File: config.mk
export PLATFORM = sky130hd
export DESIGN_NAME = main_registers
export DESIGN_NICKNAME = d
export VERILOG_FILES = /design/src/hw/gfx_map_pkg.sv /design/src/hw/gfx_video_pkg.sv /design/src/hw/main_registers.sv
export SDC_FILE = /design/constraint.sdc
export NUM_CORES = 1
export LEC_CHECK = 0
export BUFFER_PORTS_ARGS = -buffer_cell sky130_fd_sc_hd__buf_2
export CAP_MARGIN = 25
export CORE_UTILIZATION = 45
export DETAILED_ROUTE_END_ITERATION = 6
export HOLD_SLACK_MARGIN = 0.1
export PLACE_DENSITY = 0.71
export SETUP_SLACK_MARGIN = 0.5
export SLEW_MARGIN = 20
export SYNTH_ARGS = -nofsm -noshare
export SYNTH_HDL_FRONTEND = slang
export SYNTH_SLANG_ARGS = --single-unit
File: constraint.sdc
create_clock -name clk -period 1.6 [get_ports clk]
set_clock_uncertainty 0.15 [all_clocks]
set_input_delay 0 -clock clk [delete_from_list [all_inputs] [get_ports clk]]
set_output_delay 0 -clock clk [all_outputs]
set_load 0.005 [all_outputs]
File: src/hw/gfx_map_pkg.sv
package gfx_map_pkg;

  // Host bus
  localparam int mpu_addr_width = 16;
  localparam int mpu_data_width = 16;

  // 4K word pages, upper address bits select the page
  localparam int page_offset_width = 12;
  localparam int page_index_width = mpu_addr_width - page_offset_width;

  typedef enum logic [2:0] {
    reg_id,             // Read only
    reg_mem_ctrl,       // Bit 0 display enable, bits 11:8 bank
    reg_scroll_x,
    reg_scroll_y,
    reg_output_status,  // Read only: hsync, vsync, hblank, vblank
    reg_scan_x,         // Read only
    reg_scan_y,         // Read only
    reg_spare
  } reg_index_e;

  localparam logic [mpu_data_width-1:0] id_reg_value = 16'h6c33;

  // Internal address regions
  localparam logic [mpu_addr_width-1:0] main_reg_base = 16'h0000;
  localparam logic [mpu_addr_width-1:0] num_main_regs = 16'd8;
  localparam logic [mpu_addr_width-1:0] pal_addr_base = 16'h1000;
  localparam logic [mpu_addr_width-1:0] pal_addr_length = 16'd512;  // Two words per entry
  localparam logic [mpu_addr_width-1:0] tilemap_addr_base = 16'h2000;
  localparam logic [mpu_addr_width-1:0] tilemap_addr_length = 16'd2048;

  // Fields of the memory control register
  localparam int mem_ctrl_enable_bit = 0;
  localparam int mem_ctrl_bank_lsb = 8;

endpackage

File: src/hw/gfx_video_pkg.sv
package gfx_video_pkg;

  localparam int hcount_width = 10;
  localparam int vcount_width = 10;

  // 640x480 timing, sync pulses active low
  localparam logic [hcount_width-1:0] h_visible = 10'd640;
  localparam logic [hcount_width-1:0] h_front = 10'd16;
  localparam logic [hcount_width-1:0] h_sync_len = 10'd96;
  localparam logic [hcount_width-1:0] h_back = 10'd48;
  localparam logic [hcount_width-1:0] h_total = h_visible + h_front + h_sync_len + h_back;
  localparam logic [hcount_width-1:0] h_sync_start = h_visible + h_front;
  localparam logic [hcount_width-1:0] h_sync_end = h_sync_start + h_sync_len;

  localparam logic [vcount_width-1:0] v_visible = 10'd480;
  localparam logic [vcount_width-1:0] v_front = 10'd10;
  localparam logic [vcount_width-1:0] v_sync_len = 10'd2;
  localparam logic [vcount_width-1:0] v_back = 10'd33;
  localparam logic [vcount_width-1:0] v_total = v_visible + v_front + v_sync_len + v_back;
  localparam logic [vcount_width-1:0] v_sync_start = v_visible + v_front;
  localparam logic [vcount_width-1:0] v_sync_end = v_sync_start + v_sync_len;

  // Colour and tile map geometry
  localparam int rgb_depth = 18;
  localparam int color_bits = rgb_depth / 3;
  localparam int pal_index_width = 8;
  localparam int pal_entry_bytes = 3;       // Red, green, blue bytes
  localparam int tile_shift = 3;            // 8x8 tiles
  localparam int map_cols = 64;
  localparam int map_col_bits = $clog2(map_cols);
  localparam int map_addr_width = 11;
  localparam int map_row_bits = map_addr_width - map_col_bits;
  localparam int map_word_width = 16;

endpackage

File: src/hw/main_registers.sv
`timescale 1ns/100ps

module main_registers (
  input  logic clk,
  input  logic reset,
  input  logic en,
  input  logic wr,
  input  logic [1:0] be,
  input  logic [2:0] addr,
  input  logic [gfx_map_pkg::mpu_data_width-1:0] wdata,
  input  logic [3:0] status,
  input  logic [gfx_video_pkg::hcount_width-1:0] scan_x,
  input  logic [gfx_video_pkg::vcount_width-1:0] scan_y,
  output logic [gfx_map_pkg::mpu_data_width-1:0] rdata,
  output logic display_en,
  output logic [gfx_map_pkg::page_index_width-1:0] bank,
  output logic [gfx_video_pkg::hcount_width-1:0] scroll_x,
  output logic [gfx_video_pkg::vcount_width-1:0] scroll_y
);
  import gfx_map_pkg::*;
  import gfx_video_pkg::*;

  reg_index_e idx;
  logic [mpu_data_width-1:0] mem_ctrl_q;
  logic [mpu_data_width-1:0] scroll_x_q;
  logic [mpu_data_width-1:0] scroll_y_q;
  logic [mpu_data_width-1:0] spare_q;

  function automatic logic [mpu_data_width-1:0] merge_bytes(
    input logic [mpu_data_width-1:0] old_val,
    input logic [mpu_data_width-1:0] new_val,
    input logic [1:0] byte_en
  );
    logic [mpu_data_width-1:0] result;
    result = old_val;
    if (byte_en[0]) result[7:0] = new_val[7:0];
    if (byte_en[1]) result[15:8] = new_val[15:8];
    return result;
  endfunction

  assign idx = reg_index_e'(addr);

  always_ff @(posedge clk) begin
    if (reset) begin
      mem_ctrl_q <= '0;
      scroll_x_q <= '0;
      scroll_y_q <= '0;
      spare_q <= '0;
    end else if (en && wr) begin
      case (idx)
        reg_mem_ctrl: mem_ctrl_q <= merge_bytes(mem_ctrl_q, wdata, be);
        reg_scroll_x: scroll_x_q <= merge_bytes(scroll_x_q, wdata, be);
        reg_scroll_y: scroll_y_q <= merge_bytes(scroll_y_q, wdata, be);
        reg_spare: spare_q <= merge_bytes(spare_q, wdata, be);
        default: ;  // Read-only registers
      endcase
    end
  end

  // Live values for the read-only entries
  always_ff @(posedge clk) begin
    if (en) begin
      case (idx)
        reg_id: rdata <= id_reg_value;
        reg_mem_ctrl: rdata <= mem_ctrl_q;
        reg_scroll_x: rdata <= scroll_x_q;
        reg_scroll_y: rdata <= scroll_y_q;
        reg_output_status: rdata <= {{(mpu_data_width-4){1'b0}}, status};
        reg_scan_x: rdata <= {{(mpu_data_width-hcount_width){1'b0}}, scan_x};
        reg_scan_y: rdata <= {{(mpu_data_width-vcount_width){1'b0}}, scan_y};
        reg_spare: rdata <= spare_q;
      endcase
    end
  end

  assign display_en = mem_ctrl_q[mem_ctrl_enable_bit];
  assign bank = mem_ctrl_q[mem_ctrl_bank_lsb +: page_index_width];
  assign scroll_x = scroll_x_q[hcount_width-1:0];  // Upper bits kept for readback
  assign scroll_y = scroll_y_q[vcount_width-1:0];

endmodule

==> results.md, run 1 <==
* 1st-iter DRT viols at 400
* Yosys reg bits at 80
* Unique masters post-synth at 45
* TritonCTS Buffers at 9
* Tmin final at 1.400 ns
* Register area share after synthesis at 43.92%
* Max Cap Viol at 0
* Slew @ Worst Pin at 0.4645 ns
* Yosys warning total at 0
* Critical path launch point: mem_ctrl_q[8]
* Worst Setup EP: rdata[8]
* Top-count cell post-synth: o21ai_0
* Post-synthesis adder-cell area fraction at 0%
* Total gr overflow at 0
* Root Buffer: clkbuf_8
* Post-route ant nets at 0
* CP Class: register to register
* Initial antenna violation count at 0
* GRT Total Usage at 26.08%
* Synth area leaders: dfxtp_1 32%, edfxtp_1 12%, o21ai_0 8.9%
* Top_reg_cell synth: dfxtp_1
* Cell count along the critical path at 2
* Syn Std Cell Area at roughly 4000 µm²
* Die width at roughly 96 µm
* Commonest cells in the netlist: 71 x o21ai_0, 68 x nand3_1, 64 x a21oi_1, 64 x dfxtp_1, 29 x buf_4
* Highest-delay cell along the critical path: mux4_2
* Result of the run: complete, but fails checks
* Crit path required time at 1.55 ns
* Clock sink count at 80
* Tcrit/Tclk final at 87.50%
* Synth Instances at approximately 440
* Area leader, netlist: dfxtp_1
* Clock insertion delay at the later pin of the skew report at roughly 0.35 ns
* Placed cell count at just under 600
* Non-Filler Instances at between 600 and 700
* # port buffers at 89
* Register clock-pin slew on the reported worst setup and hold paths at around 0.080 ns
* Die height at 96.42 µm
* Largest stage delay, worst path at roughly 0.44 ns
* P per Cell Area at around 830 nW/µm²
* Vias per inst at 6.020
* Final hold slack at -0.04310 ns
* EDFF count, synth at 16
* Final nets at 574
* Number of cell rows at 34
* CTS tree: done
* Core area at roughly 8700 µm²
* First-pass GRT wire length at roughly 18000 µm
* Full die area at between 9000 and 10000 µm²
* Proportion of synthesized area in mux cells at 6.769%
* Maximum vdd drop at ~0.00041 V
* Via count at ~3800
* Crit path buf inv count at 0
* Pre-antenna DRT Iters at 7
* Area grow syn2layout at 23.46%
* Violated checks: negative hold slack
* Hold Crit Class: input pin to register
* Critical Path AT at approximately 1.4 ns
* Layout cells sized above 1 at 35.09%
* Largest family of logic cells by synthesized area: compound AO/OA/AOI/OAI gates
* # fillers at about 770
* Maximum number of pins on one net before global-route repair at 65
* Fraction of the mapped netlist area in simple logic gates at between 10% and 20%
* Setup Viol. Count Final at 0
* Worst reg2reg endpoint: rdata[8]
* Cell Chain, Critical Path: mux4_2 -> a22o_1
* Fin. max-slew vios at 0
* CP Max Fanout at 3
* Diodes inserted at 0
* Worst R2R Start: mem_ctrl_q[8]
* Post-synthesis compound-gate area fraction at a little under a quarter
* P_leak at 1.881 nW
* Clk buf depth at 2
* Final hold vios at 4
* Hold buffers post-CTS at 23
* Synth Area in XOR/XNOR at 0%
* Setup TNS at 0 ns
* Initial Utilization at 46.22%
* Path depth of the worst reg2reg path at 2
* Max Freq at between 700 and 800 MHz
* Post-synth top area share at about a third
* Relative max-transition margin at between 60% and 70%
* Fin util at 57.06%
* DRC violations left at 0
* H-tree levels at 3
* R2R Setup Slk at between 0.2 and 0.25 ns
* WL/cell at around 18 µm
* Synth Area per Inst at roughly 9.1 µm²
* Asr flop ratio synth at 0%
* Largest delay share family, worst path: multiplexers
* Vias in the first global route at between 3000 and 4000
* Critical Path End Type: register
* Setup crit start kind: register
* Total routed wirelength at roughly 12000 µm
* Synthesized net count at roughly 500
* RSZ-0062 raised after global routing: yes
* GP Congestion at ~0.86
* Dpl hpwl at slightly below 8000 µm
* IO Pins at 90
-- what timing repair did --
item                                   in CTS  in global routing
gates cloned                                0                  0
endpoints found under the hold margin      91                  9
pin swaps                                  12                  3
gates resized for setup                    21                 21
setup endpoints to repair                  32                 67
buffers inserted                            3                  1
-- worst min-delay path by stage --
stage / start / to / slack [ns] / cells past startpoint
floorplan: en / rdata[0] / -0.04 / 0
global placement: wdata[6] / spare_q[6] / 0.14 / 3
detailed placement: wdata[2] / mem_ctrl_q[2] / 0.15 / 3
CTS: scan_x[5] / rdata[5] / -0.06 / 4
global route: scan_x[5] / rdata[5] / -0.04 / 4
finish: scan_x[5] / rdata[5] / -0.04 / 4
-- layout by cell type, fill, tap and decap left out, types with 10 or more instances in the layout --
cell and instances:
a21oi_1 64, o21ai_0 65, nand3_1 68, edfxtp_1 16, mux2_2 10, dfxtp_1 52, buf_2 87, dfxtp_2 12
dlygate4sd3_1 22, buf_4 19
-- where the power goes --
part	switching (mW)	internal (mW)	leakage, nW
Sequential	0.0134	2.09	0.685
Combinational	0.310	0.229	1.09
Clock	0.722	0.748	0.106
Total	1.05	3.07	1.88
-- stage by stage --
step	setup slack (ns)	hold slack, ns	cell area [µm²]	power, mW
final	0.2001	-0.04310	4952	4.117
after global routing	0.1607	-0.03549	4952	4.253
after CTS	0.1939	-0.06413	4882	4.113
after detailed placement	-0.03287	0.1469	4363	2.616
after global placement	0.06653	0.1430	4363	2.606
after floorplan	0.2659	-0.03750	4033	2.419
-- flip-flops by register name, summed over array words and instances (netlist names) --
name        flops
mem_ctrl_q     16
scroll_y_q     16
spare_q        16
scroll_x_q     16
rdata          16
-- layout make-up --
cell class | instances | area, µm² | share of cell area (%)
inverter | 2 | 7.507 | 0.1516
clock buffer | 12 | 177.7 | 3.588
tap | 108 | 135.1 | 2.729
sequential | 80 | 1777 | 35.88
clock inverter | 4 | 23.77 | 0.4800
multi-input combinational | 294 | 1888 | 38.13
timing repair buffer | 138 | 943.4 | 19.05
-- worst register-to-register path: stages (launching register included) --
cell and delay, ns:
dfxtp_2 0.34, mux4_2 0.44, a22o_1 0.22
-- routing by layer --
layer,track usage (%),part of all wire [%],up-vias
met4,11.64,2.8,0
met3,4.695,7.6,30
met1,33.92,42,1838
met5,0,0,-
li1,-,-,1777
met2,42.32,47,196
-- logic make-up (layout without fill, tap and decap cells) --
kind of cell | after synthesis | count (layout)
AO/OA/AOI/OAI | 167 | 167
flip-flops | 80 | 80
AND/OR/NAND/NOR | 105 | 105
multiplexers | 22 | 22
buffers and inverters | 68 | 156
No activity file was read; power rests on OpenSTA's default activity.
==> run 2: changes to the inputs <==
==> constraint.sdc (replaced) <==
create_clock -name clk -period 1.4 [get_ports clk]
set_clock_uncertainty 0.15 [all_clocks]
set_input_delay 0 -clock clk [delete_from_list [all_inputs] [get_ports clk]]
set_output_delay 0 -clock clk [all_outputs]
set_load 0.005 [all_outputs]
==> run 2 against run 1 <==
Compared with the run above:
- the run ends with negative hold slack, negative setup slack left
- utilization up 8.9 points
- maximum frequency is 2.6% lower
- flip-flop and latch count is the same
- combinational power up 45%
- setup slack worse by 0.24 ns
- global-route usage grew 1.8 points
- critical path depth did not move
- cell count grew 4.7%
- sequential power is 14% higher
- non-clock buffer count grew 29
- sequential share of layout area fell by 3.9 points
- hold slack worse by 0.079 ns
==> results.md, run 2 (synthesis gave the netlist of run 1 again) <==
* Slew @ Worst Pin at 0.4851 ns (+0.02054 ns)
* Die height at 96.42 µm (unchanged)
* Clock sink count at 80 (unchanged)
* Final hold vios at 66 (+62)
* Commonest non-fill, non-tap cell in the layout: buf_2
* IO Pins at 90 (unchanged)
* Pre-CTS setup slack at -0.1899 ns (-0.1570 ns)
* Crit path required time at 1.37 ns (-0.18 ns)
* Vias in the first global route at 3601 (-0.30%)
* Critical Path End Type: register
* Result of the run: complete, but fails checks
* Critical Path AT at 1.41 ns (+0.06 ns)
* CP Class: register to register
* Violated checks: negative hold slack, negative setup slack
* Clk buf depth at 2 (unchanged)
* Total routed wirelength at 13630 µm (+16%)
* # port buffers at 89 (unchanged)
* Most frequent cells in the layout: 70 x buf_2, 60 x a21oi_1, 56 x o21ai_1, 55 x nand3_1
* Hold buffers post-CTS at 19 (-17%)
* TritonCTS Buffers at 9 (unchanged)
* Total gr overflow at 0 (unchanged)
* GRT Total Usage at 27.89% (+1.8 points)
* 1st-iter DRT viols at 296 (-26%)
* Area grow syn2layout at 42.67%
* Maximum vdd drop at 0.0003895 V (-5.6%)
* Setup Viol. Count Final at 1 (+1)
* Diodes inserted at 0 (unchanged)
* Final setup margin at -0.03774 ns (-0.2378 ns)
* Full die area at 9296 µm² (unchanged)
* P per Cell Area at 874.1 nW/µm² (+5.1%)
* CP Max Fanout at 2 (-1)
* Dpl hpwl at 8283 µm (+5.0%)
* GP Congestion at 0.8599 (+0.41%)
* Setup crit start kind: register
* Root Buffer: clkbuf_8
* First-pass GRT wire length at 19020 µm (+5.0%)
* CTS tree: done
* RSZ-0062 raised after global routing: yes
* Hold Crit Class: input pin to register
* # fillers at 655 (-15%)
* Maximum number of pins on one net before global-route repair at 65 (unchanged)
* Final nets at 604 (+5.2%)
* Via count at 4085 (+6.4%)
* Clock insertion delay at the later pin of the skew report at 0.37 ns (+0.02 ns)
* Core area at 8678 µm² (unchanged)
* Number of cell rows at 34 (unchanged)
* Register clock-pin slew on the reported worst setup and hold paths at 0.09 ns (about the same)
* Vias per inst at 6.115 (+1.6%)
* Fin. max-slew vios at 0 (unchanged)
* Tcrit/Tclk final at 102.7% (+15 points)
* Max Cap Viol at 0 (unchanged)
* Final hold slack at -0.1220 ns (-0.07895 ns)
* Max Freq at 695.5 MHz (-2.6%)
* WL/cell at 20.40 µm (+11%)
* Tmin final at 1.438 ns (+0.03781 ns)
* Post-route ant nets at 0 (unchanged)
* H-tree levels at 3 (unchanged)
* Die width at 96.42 µm (unchanged)
* Pwr Total at 5.002 mW (+21%)
* Layout cells sized above 1 at 49.46% (+14 points)
* Initial antenna violation count at 0 (unchanged)
* P_leak at 2.146 nW (+14%)
* Pre-antenna DRT Iters at 5 (-2)
* Relative max-transition margin at 67.60% (-1.3 points)
* DRC violations left at 0 (unchanged)
* Initial Utilization at 46.22% (unchanged)
[run 2: final cells by class]
| class | instances | area [µm²] | share of cell area [%] |
|---|---|---|---|
| clock buffer | 12 | 187.7 | 3.279 |
| clock inverter | 4 | 31.28 | 0.5466 |
| inverter | 2 | 7.507 | 0.1312 |
| multi-input combinational | 295 | 2095 | 36.60 |
| sequential | 80 | 1828 | 31.94 |
| tap | 108 | 135.1 | 2.361 |
| timing repair buffer | 167 | 1439 | 25.14 |
[run 2: worst paths after layout]
path                 start            end  slack [ns]  cells past startpoint
max             spare_q[8]       rdata[8]       -0.04                      2
min                     en      rdata[14]       -0.12                      1
max reg2reg     spare_q[8]       rdata[8]       -0.04                      2
min reg2reg  mem_ctrl_q[4]  mem_ctrl_q[4]        0.32                      2
[run 2: per-layer routing]
layer	global-route usage, %	vias up	share of wire (%)	wire (µm)
met1	38.05	1956	42	5708
met5	0	-	0	0
met2	43.85	238	47	6353
met3	4.538	39	8.4	1138
met4	11.64	0	3.1	426
li1	-	1852	-	-
[run 2: per-stage QoR]
step / std cells / utilization, % / TNS [ns] / area (µm²) / hold WS, ns
floorplan: 442 / - / 0 / 4220 / -0.03750
global placement: 618 / 53.91 / -2.081 / 4678 / 0.1370
detailed placement: 618 / 53.91 / -5.228 / 4678 / 0.1498
CTS: 659 / 61.85 / -0.03477 / 5368 / -0.1449
global route: 668 / 65.95 / -0.09938 / 5723 / -0.1246
finish: 668 / 65.95 / -0.03774 / 5723 / -0.1220
[run 2: power by group]
group / total (mW) / internal, mW / leakage [nW] / switching (mW)
logic: 0.783 / 0.361 / 1.33 / 0.422
clock network: 1.82 / 0.919 / 0.113 / 0.900
registers: 2.40 / 2.38 / 0.700 / 0.0194
total: 5.00 / 3.66 / 2.15 / 1.34
[run 2: repair_timing]
action / 4_1_cts / 5_1_grt
setup endpoints to repair: 121 / 104
cloned: 1 / 3
pin swaps: 4 / 11
endpoints found under the hold margin: 96 / 94
resized for setup: 73 / 67
setup buffers: 5 / 6
[run 2: worst max-delay path: stages (launching register included)]
cell and delay, ns:
dfxtp_2 0.33, mux4_2 0.49, a22o_1 0.22
==> run 3: changes to the inputs <==
--- a/config.mk
+++ b/config.mk
@@ -7,12 +7,13 @@
 export LEC_CHECK = 0
 export BUFFER_PORTS_ARGS = -buffer_cell sky130_fd_sc_hd__buf_2
 export CAP_MARGIN = 25
-export CORE_UTILIZATION = 45
+export CORE_UTILIZATION = 54
 export DETAILED_ROUTE_END_ITERATION = 6
 export HOLD_SLACK_MARGIN = 0.1
-export PLACE_DENSITY = 0.71
+export PLACE_DENSITY = 0.83
 export SETUP_SLACK_MARGIN = 0.5
 export SLEW_MARGIN = 20
 export SYNTH_ARGS = -nofsm -noshare
 export SYNTH_HDL_FRONTEND = slang
 export SYNTH_SLANG_ARGS = --single-unit
+export TNS_END_PERCENT = 100
==> constraint.sdc (replaced) <==
create_clock -name clk -period 1.35 [get_ports clk]
set_clock_uncertainty 0.15 [all_clocks]
set_input_delay 0 -clock clk [delete_from_list [all_inputs] [get_ports clk]]
set_output_delay 0 -clock clk [all_outputs]
set_load 0.005 [all_outputs]
==> run 3 against run 2 <==
Compared with the run above:
- the flow finishes with violations (design-rule violations, negative hold slack, negative setup slack)
- utilization grew 16 points
- cell count shrank 0.45%
- routed wire length grew 31%
- flip-flop and latch count is the same
- maximum frequency grew 3.6%
- cell area grew 3.4%
- power grew 4.6%
==> results.md, run 3 (synthesis gave the netlist of run 1 again) <==
* Result of the run: complete, but fails checks
* Violated checks: design-rule violations, negative hold slack, negative setup slack
* Via count at 4856 (+19%)
* Register clock-pin slew on the reported worst setup and hold paths at 0.09 ns (about the same)
* Maximum vdd drop at 0.0007208 V (+85%)
* Die width at 88.19 µm (-8.5%)
* Vias in the first global route at 4014 (+11%)
* Initial antenna violation count at 1 (+1)
* Fin util at 82.00% (+16 points)
* Hold buffers post-CTS at 16 (-3)
* Max Cap Viol at 0 (unchanged)
* Setup Viol. Count Final at 4 (+3)
* Diodes inserted at 0 (unchanged)
* DRC violations left at 1 (+1)
* GRT Total Usage at 36.31% (+8.4 points)
* Final instance area at 5916 µm² (+3.4%)
* Dpl hpwl at 8559 µm (+3.3%)
* Non-Filler Instances at 665 (-0.45%)
* RSZ-0062 raised after global routing: yes
* First-pass GRT wire length at 20940 µm (+10%)
* Final hold vios at 57 (-14%)
* TritonCTS Buffers at 9 (unchanged)
* Clk buf depth at 2 (unchanged)
* Placed cell area at 4735 µm² (+1.2%)
* Tmin final at 1.388 ns (-0.04987 ns)
* Area grow syn2layout at 47.47%
* Final setup margin at -0.03787 ns (-0.0001277 ns)
* Clock insertion delay at the later pin of the skew report at 0.38 ns (about the same)
* CTS tree: done
* Max Freq at 720.5 MHz (+3.6%)
* P per Cell Area at 884.7 nW/µm² (+1.2%)
* CP Max Fanout at 2 (unchanged)
* Setup TNS at -0.1163 ns (-0.07859 ns)
* Clock sink count at 80 (unchanged)
* WL/cell at 26.82 µm (+31%)
* Total gr overflow at 0 (unchanged)
* Slew @ Worst Pin at 0.5058 ns (+0.02077 ns)
* IO Pins at 90 (unchanged)
* Critical Path End Type: register
* Root Buffer: clkbuf_8
* Pre-antenna DRT Iters at 7 (+2)
* Final nets at 611 (+1.2%)
* GP Congestion at 0.9007 (+4.7%)
* Final hold slack at -0.2010 ns (-0.07896 ns)
* 1st-iter DRT viols at 965 (+230%)
* Fin. max-slew vios at 0 (unchanged)
* Die height at 88.19 µm (-8.5%)
* Pre-CTS setup slack at -0.2142 ns (-0.02438 ns)
* Total routed wirelength at 17830 µm (+31%)
* Post-route ant nets at 0 (unchanged)
* Initial Utilization at 55.60% (+9.4 points)
* Pwr Total at 5.233 mW (+4.6%)
* Commonest non-fill, non-tap cell in the layout: buf_2
* Vias per inst at 7.302 (+19%)
* P_leak at 2.192 nW (+2.1%)
* Setup crit start kind: register
* Maximum number of pins on one net before global-route repair at 65 (unchanged)
* CP Class: register to register
* Most frequent cells in the layout: 66 x buf_2, 51 x nand3_1, 48 x a21oi_1, 46 x o21ai_1, 39 x buf_4
* # port buffers at 89 (unchanged)
* Placed cell count at 618 (unchanged)
* Critical Path AT at 1.36 ns (-0.05 ns)
* Core area at 7214 µm² (-17%)
* Hold Crit Class: input pin to register
* Layout cells sized above 1 at 54.42% (+5.0 points)
* H-tree levels at 3 (unchanged)
* Tcrit/Tclk final at 102.8% (+0.11 points)
* Number of cell rows at 31 (-8.8%)
* Crit path required time at 1.32 ns (-0.05 ns)
* Relative max-transition margin at 66.20% (-1.4 points)
* Full die area at 7777 µm² (-16%)
-- run 3: cell types whose count changed in the layout (fill, tap and decap cells not counted), moves of 3 or more --
cell,delta
a21oi_1,-12
a21oi_2,+12
buf_2,-4
buf_4,+7
buf_6,+3
dfxtp_2,+3
dlygate4sd3_1,-3
nand3_1,-4
nand3_4,+5
o21ai_1,-10
o21ai_2,+12
-- run 3: worst paths after layout --
check	cells after the start	end	from	slack [ns]
max	3	rdata[2]	scroll_x_q[2]	-0.04
min	1	rdata[15]	en	-0.20
max reg2reg	3	rdata[2]	scroll_x_q[2]	-0.04
min reg2reg	2	scroll_x_q[15]	scroll_x_q[15]	0.31
-- run 3: critical path, stage by stage (launching register included) --
cell and delay (ns):
dfxtp_2 0.35, and2_4 0.14, a32o_1 0.22, a221o_1 0.28
-- run 3: power breakdown --
| part | switching, mW | internal, mW | leakage, nW |
|---|---|---|---|
| logic | 0.517 | 0.401 | 1.39 |
| clock network | 0.939 | 0.878 | 0.0979 |
| registers | 0.0253 | 2.47 | 0.700 |
| total | 1.48 | 3.75 | 2.19 |
-- run 3: layer usage --
layer | vias up | GRT usage (%) | part of all wire, %
met5 | - | 0 | 0
met2 | 598 | 55.38 | 42
met4 | 0 | 18.33 | 8.6
met1 | 2202 | 48.31 | 34
met3 | 191 | 8.294 | 15
li1 | 1865 | - | -
-- run 3: layout make-up --
type,count,area [µm²]
inverter,2,7.507
clock inverter,1,8.758
timing repair buffer,174,1533
sequential,80,1824
clock buffer,14,183.9
fill,372,1299
multi-input combinational,295,2235
tap,99,123.9
-- run 3: repair_timing --
item / 4_1_cts / 5_1_grt
resized for setup: 75 / 114
endpoints found under the setup margin: 121 / 121
buffers inserted: 4 / 9
pin swaps: 8 / 28
endpoints found under the hold margin: 90 / 92
cloned: 1 / 2
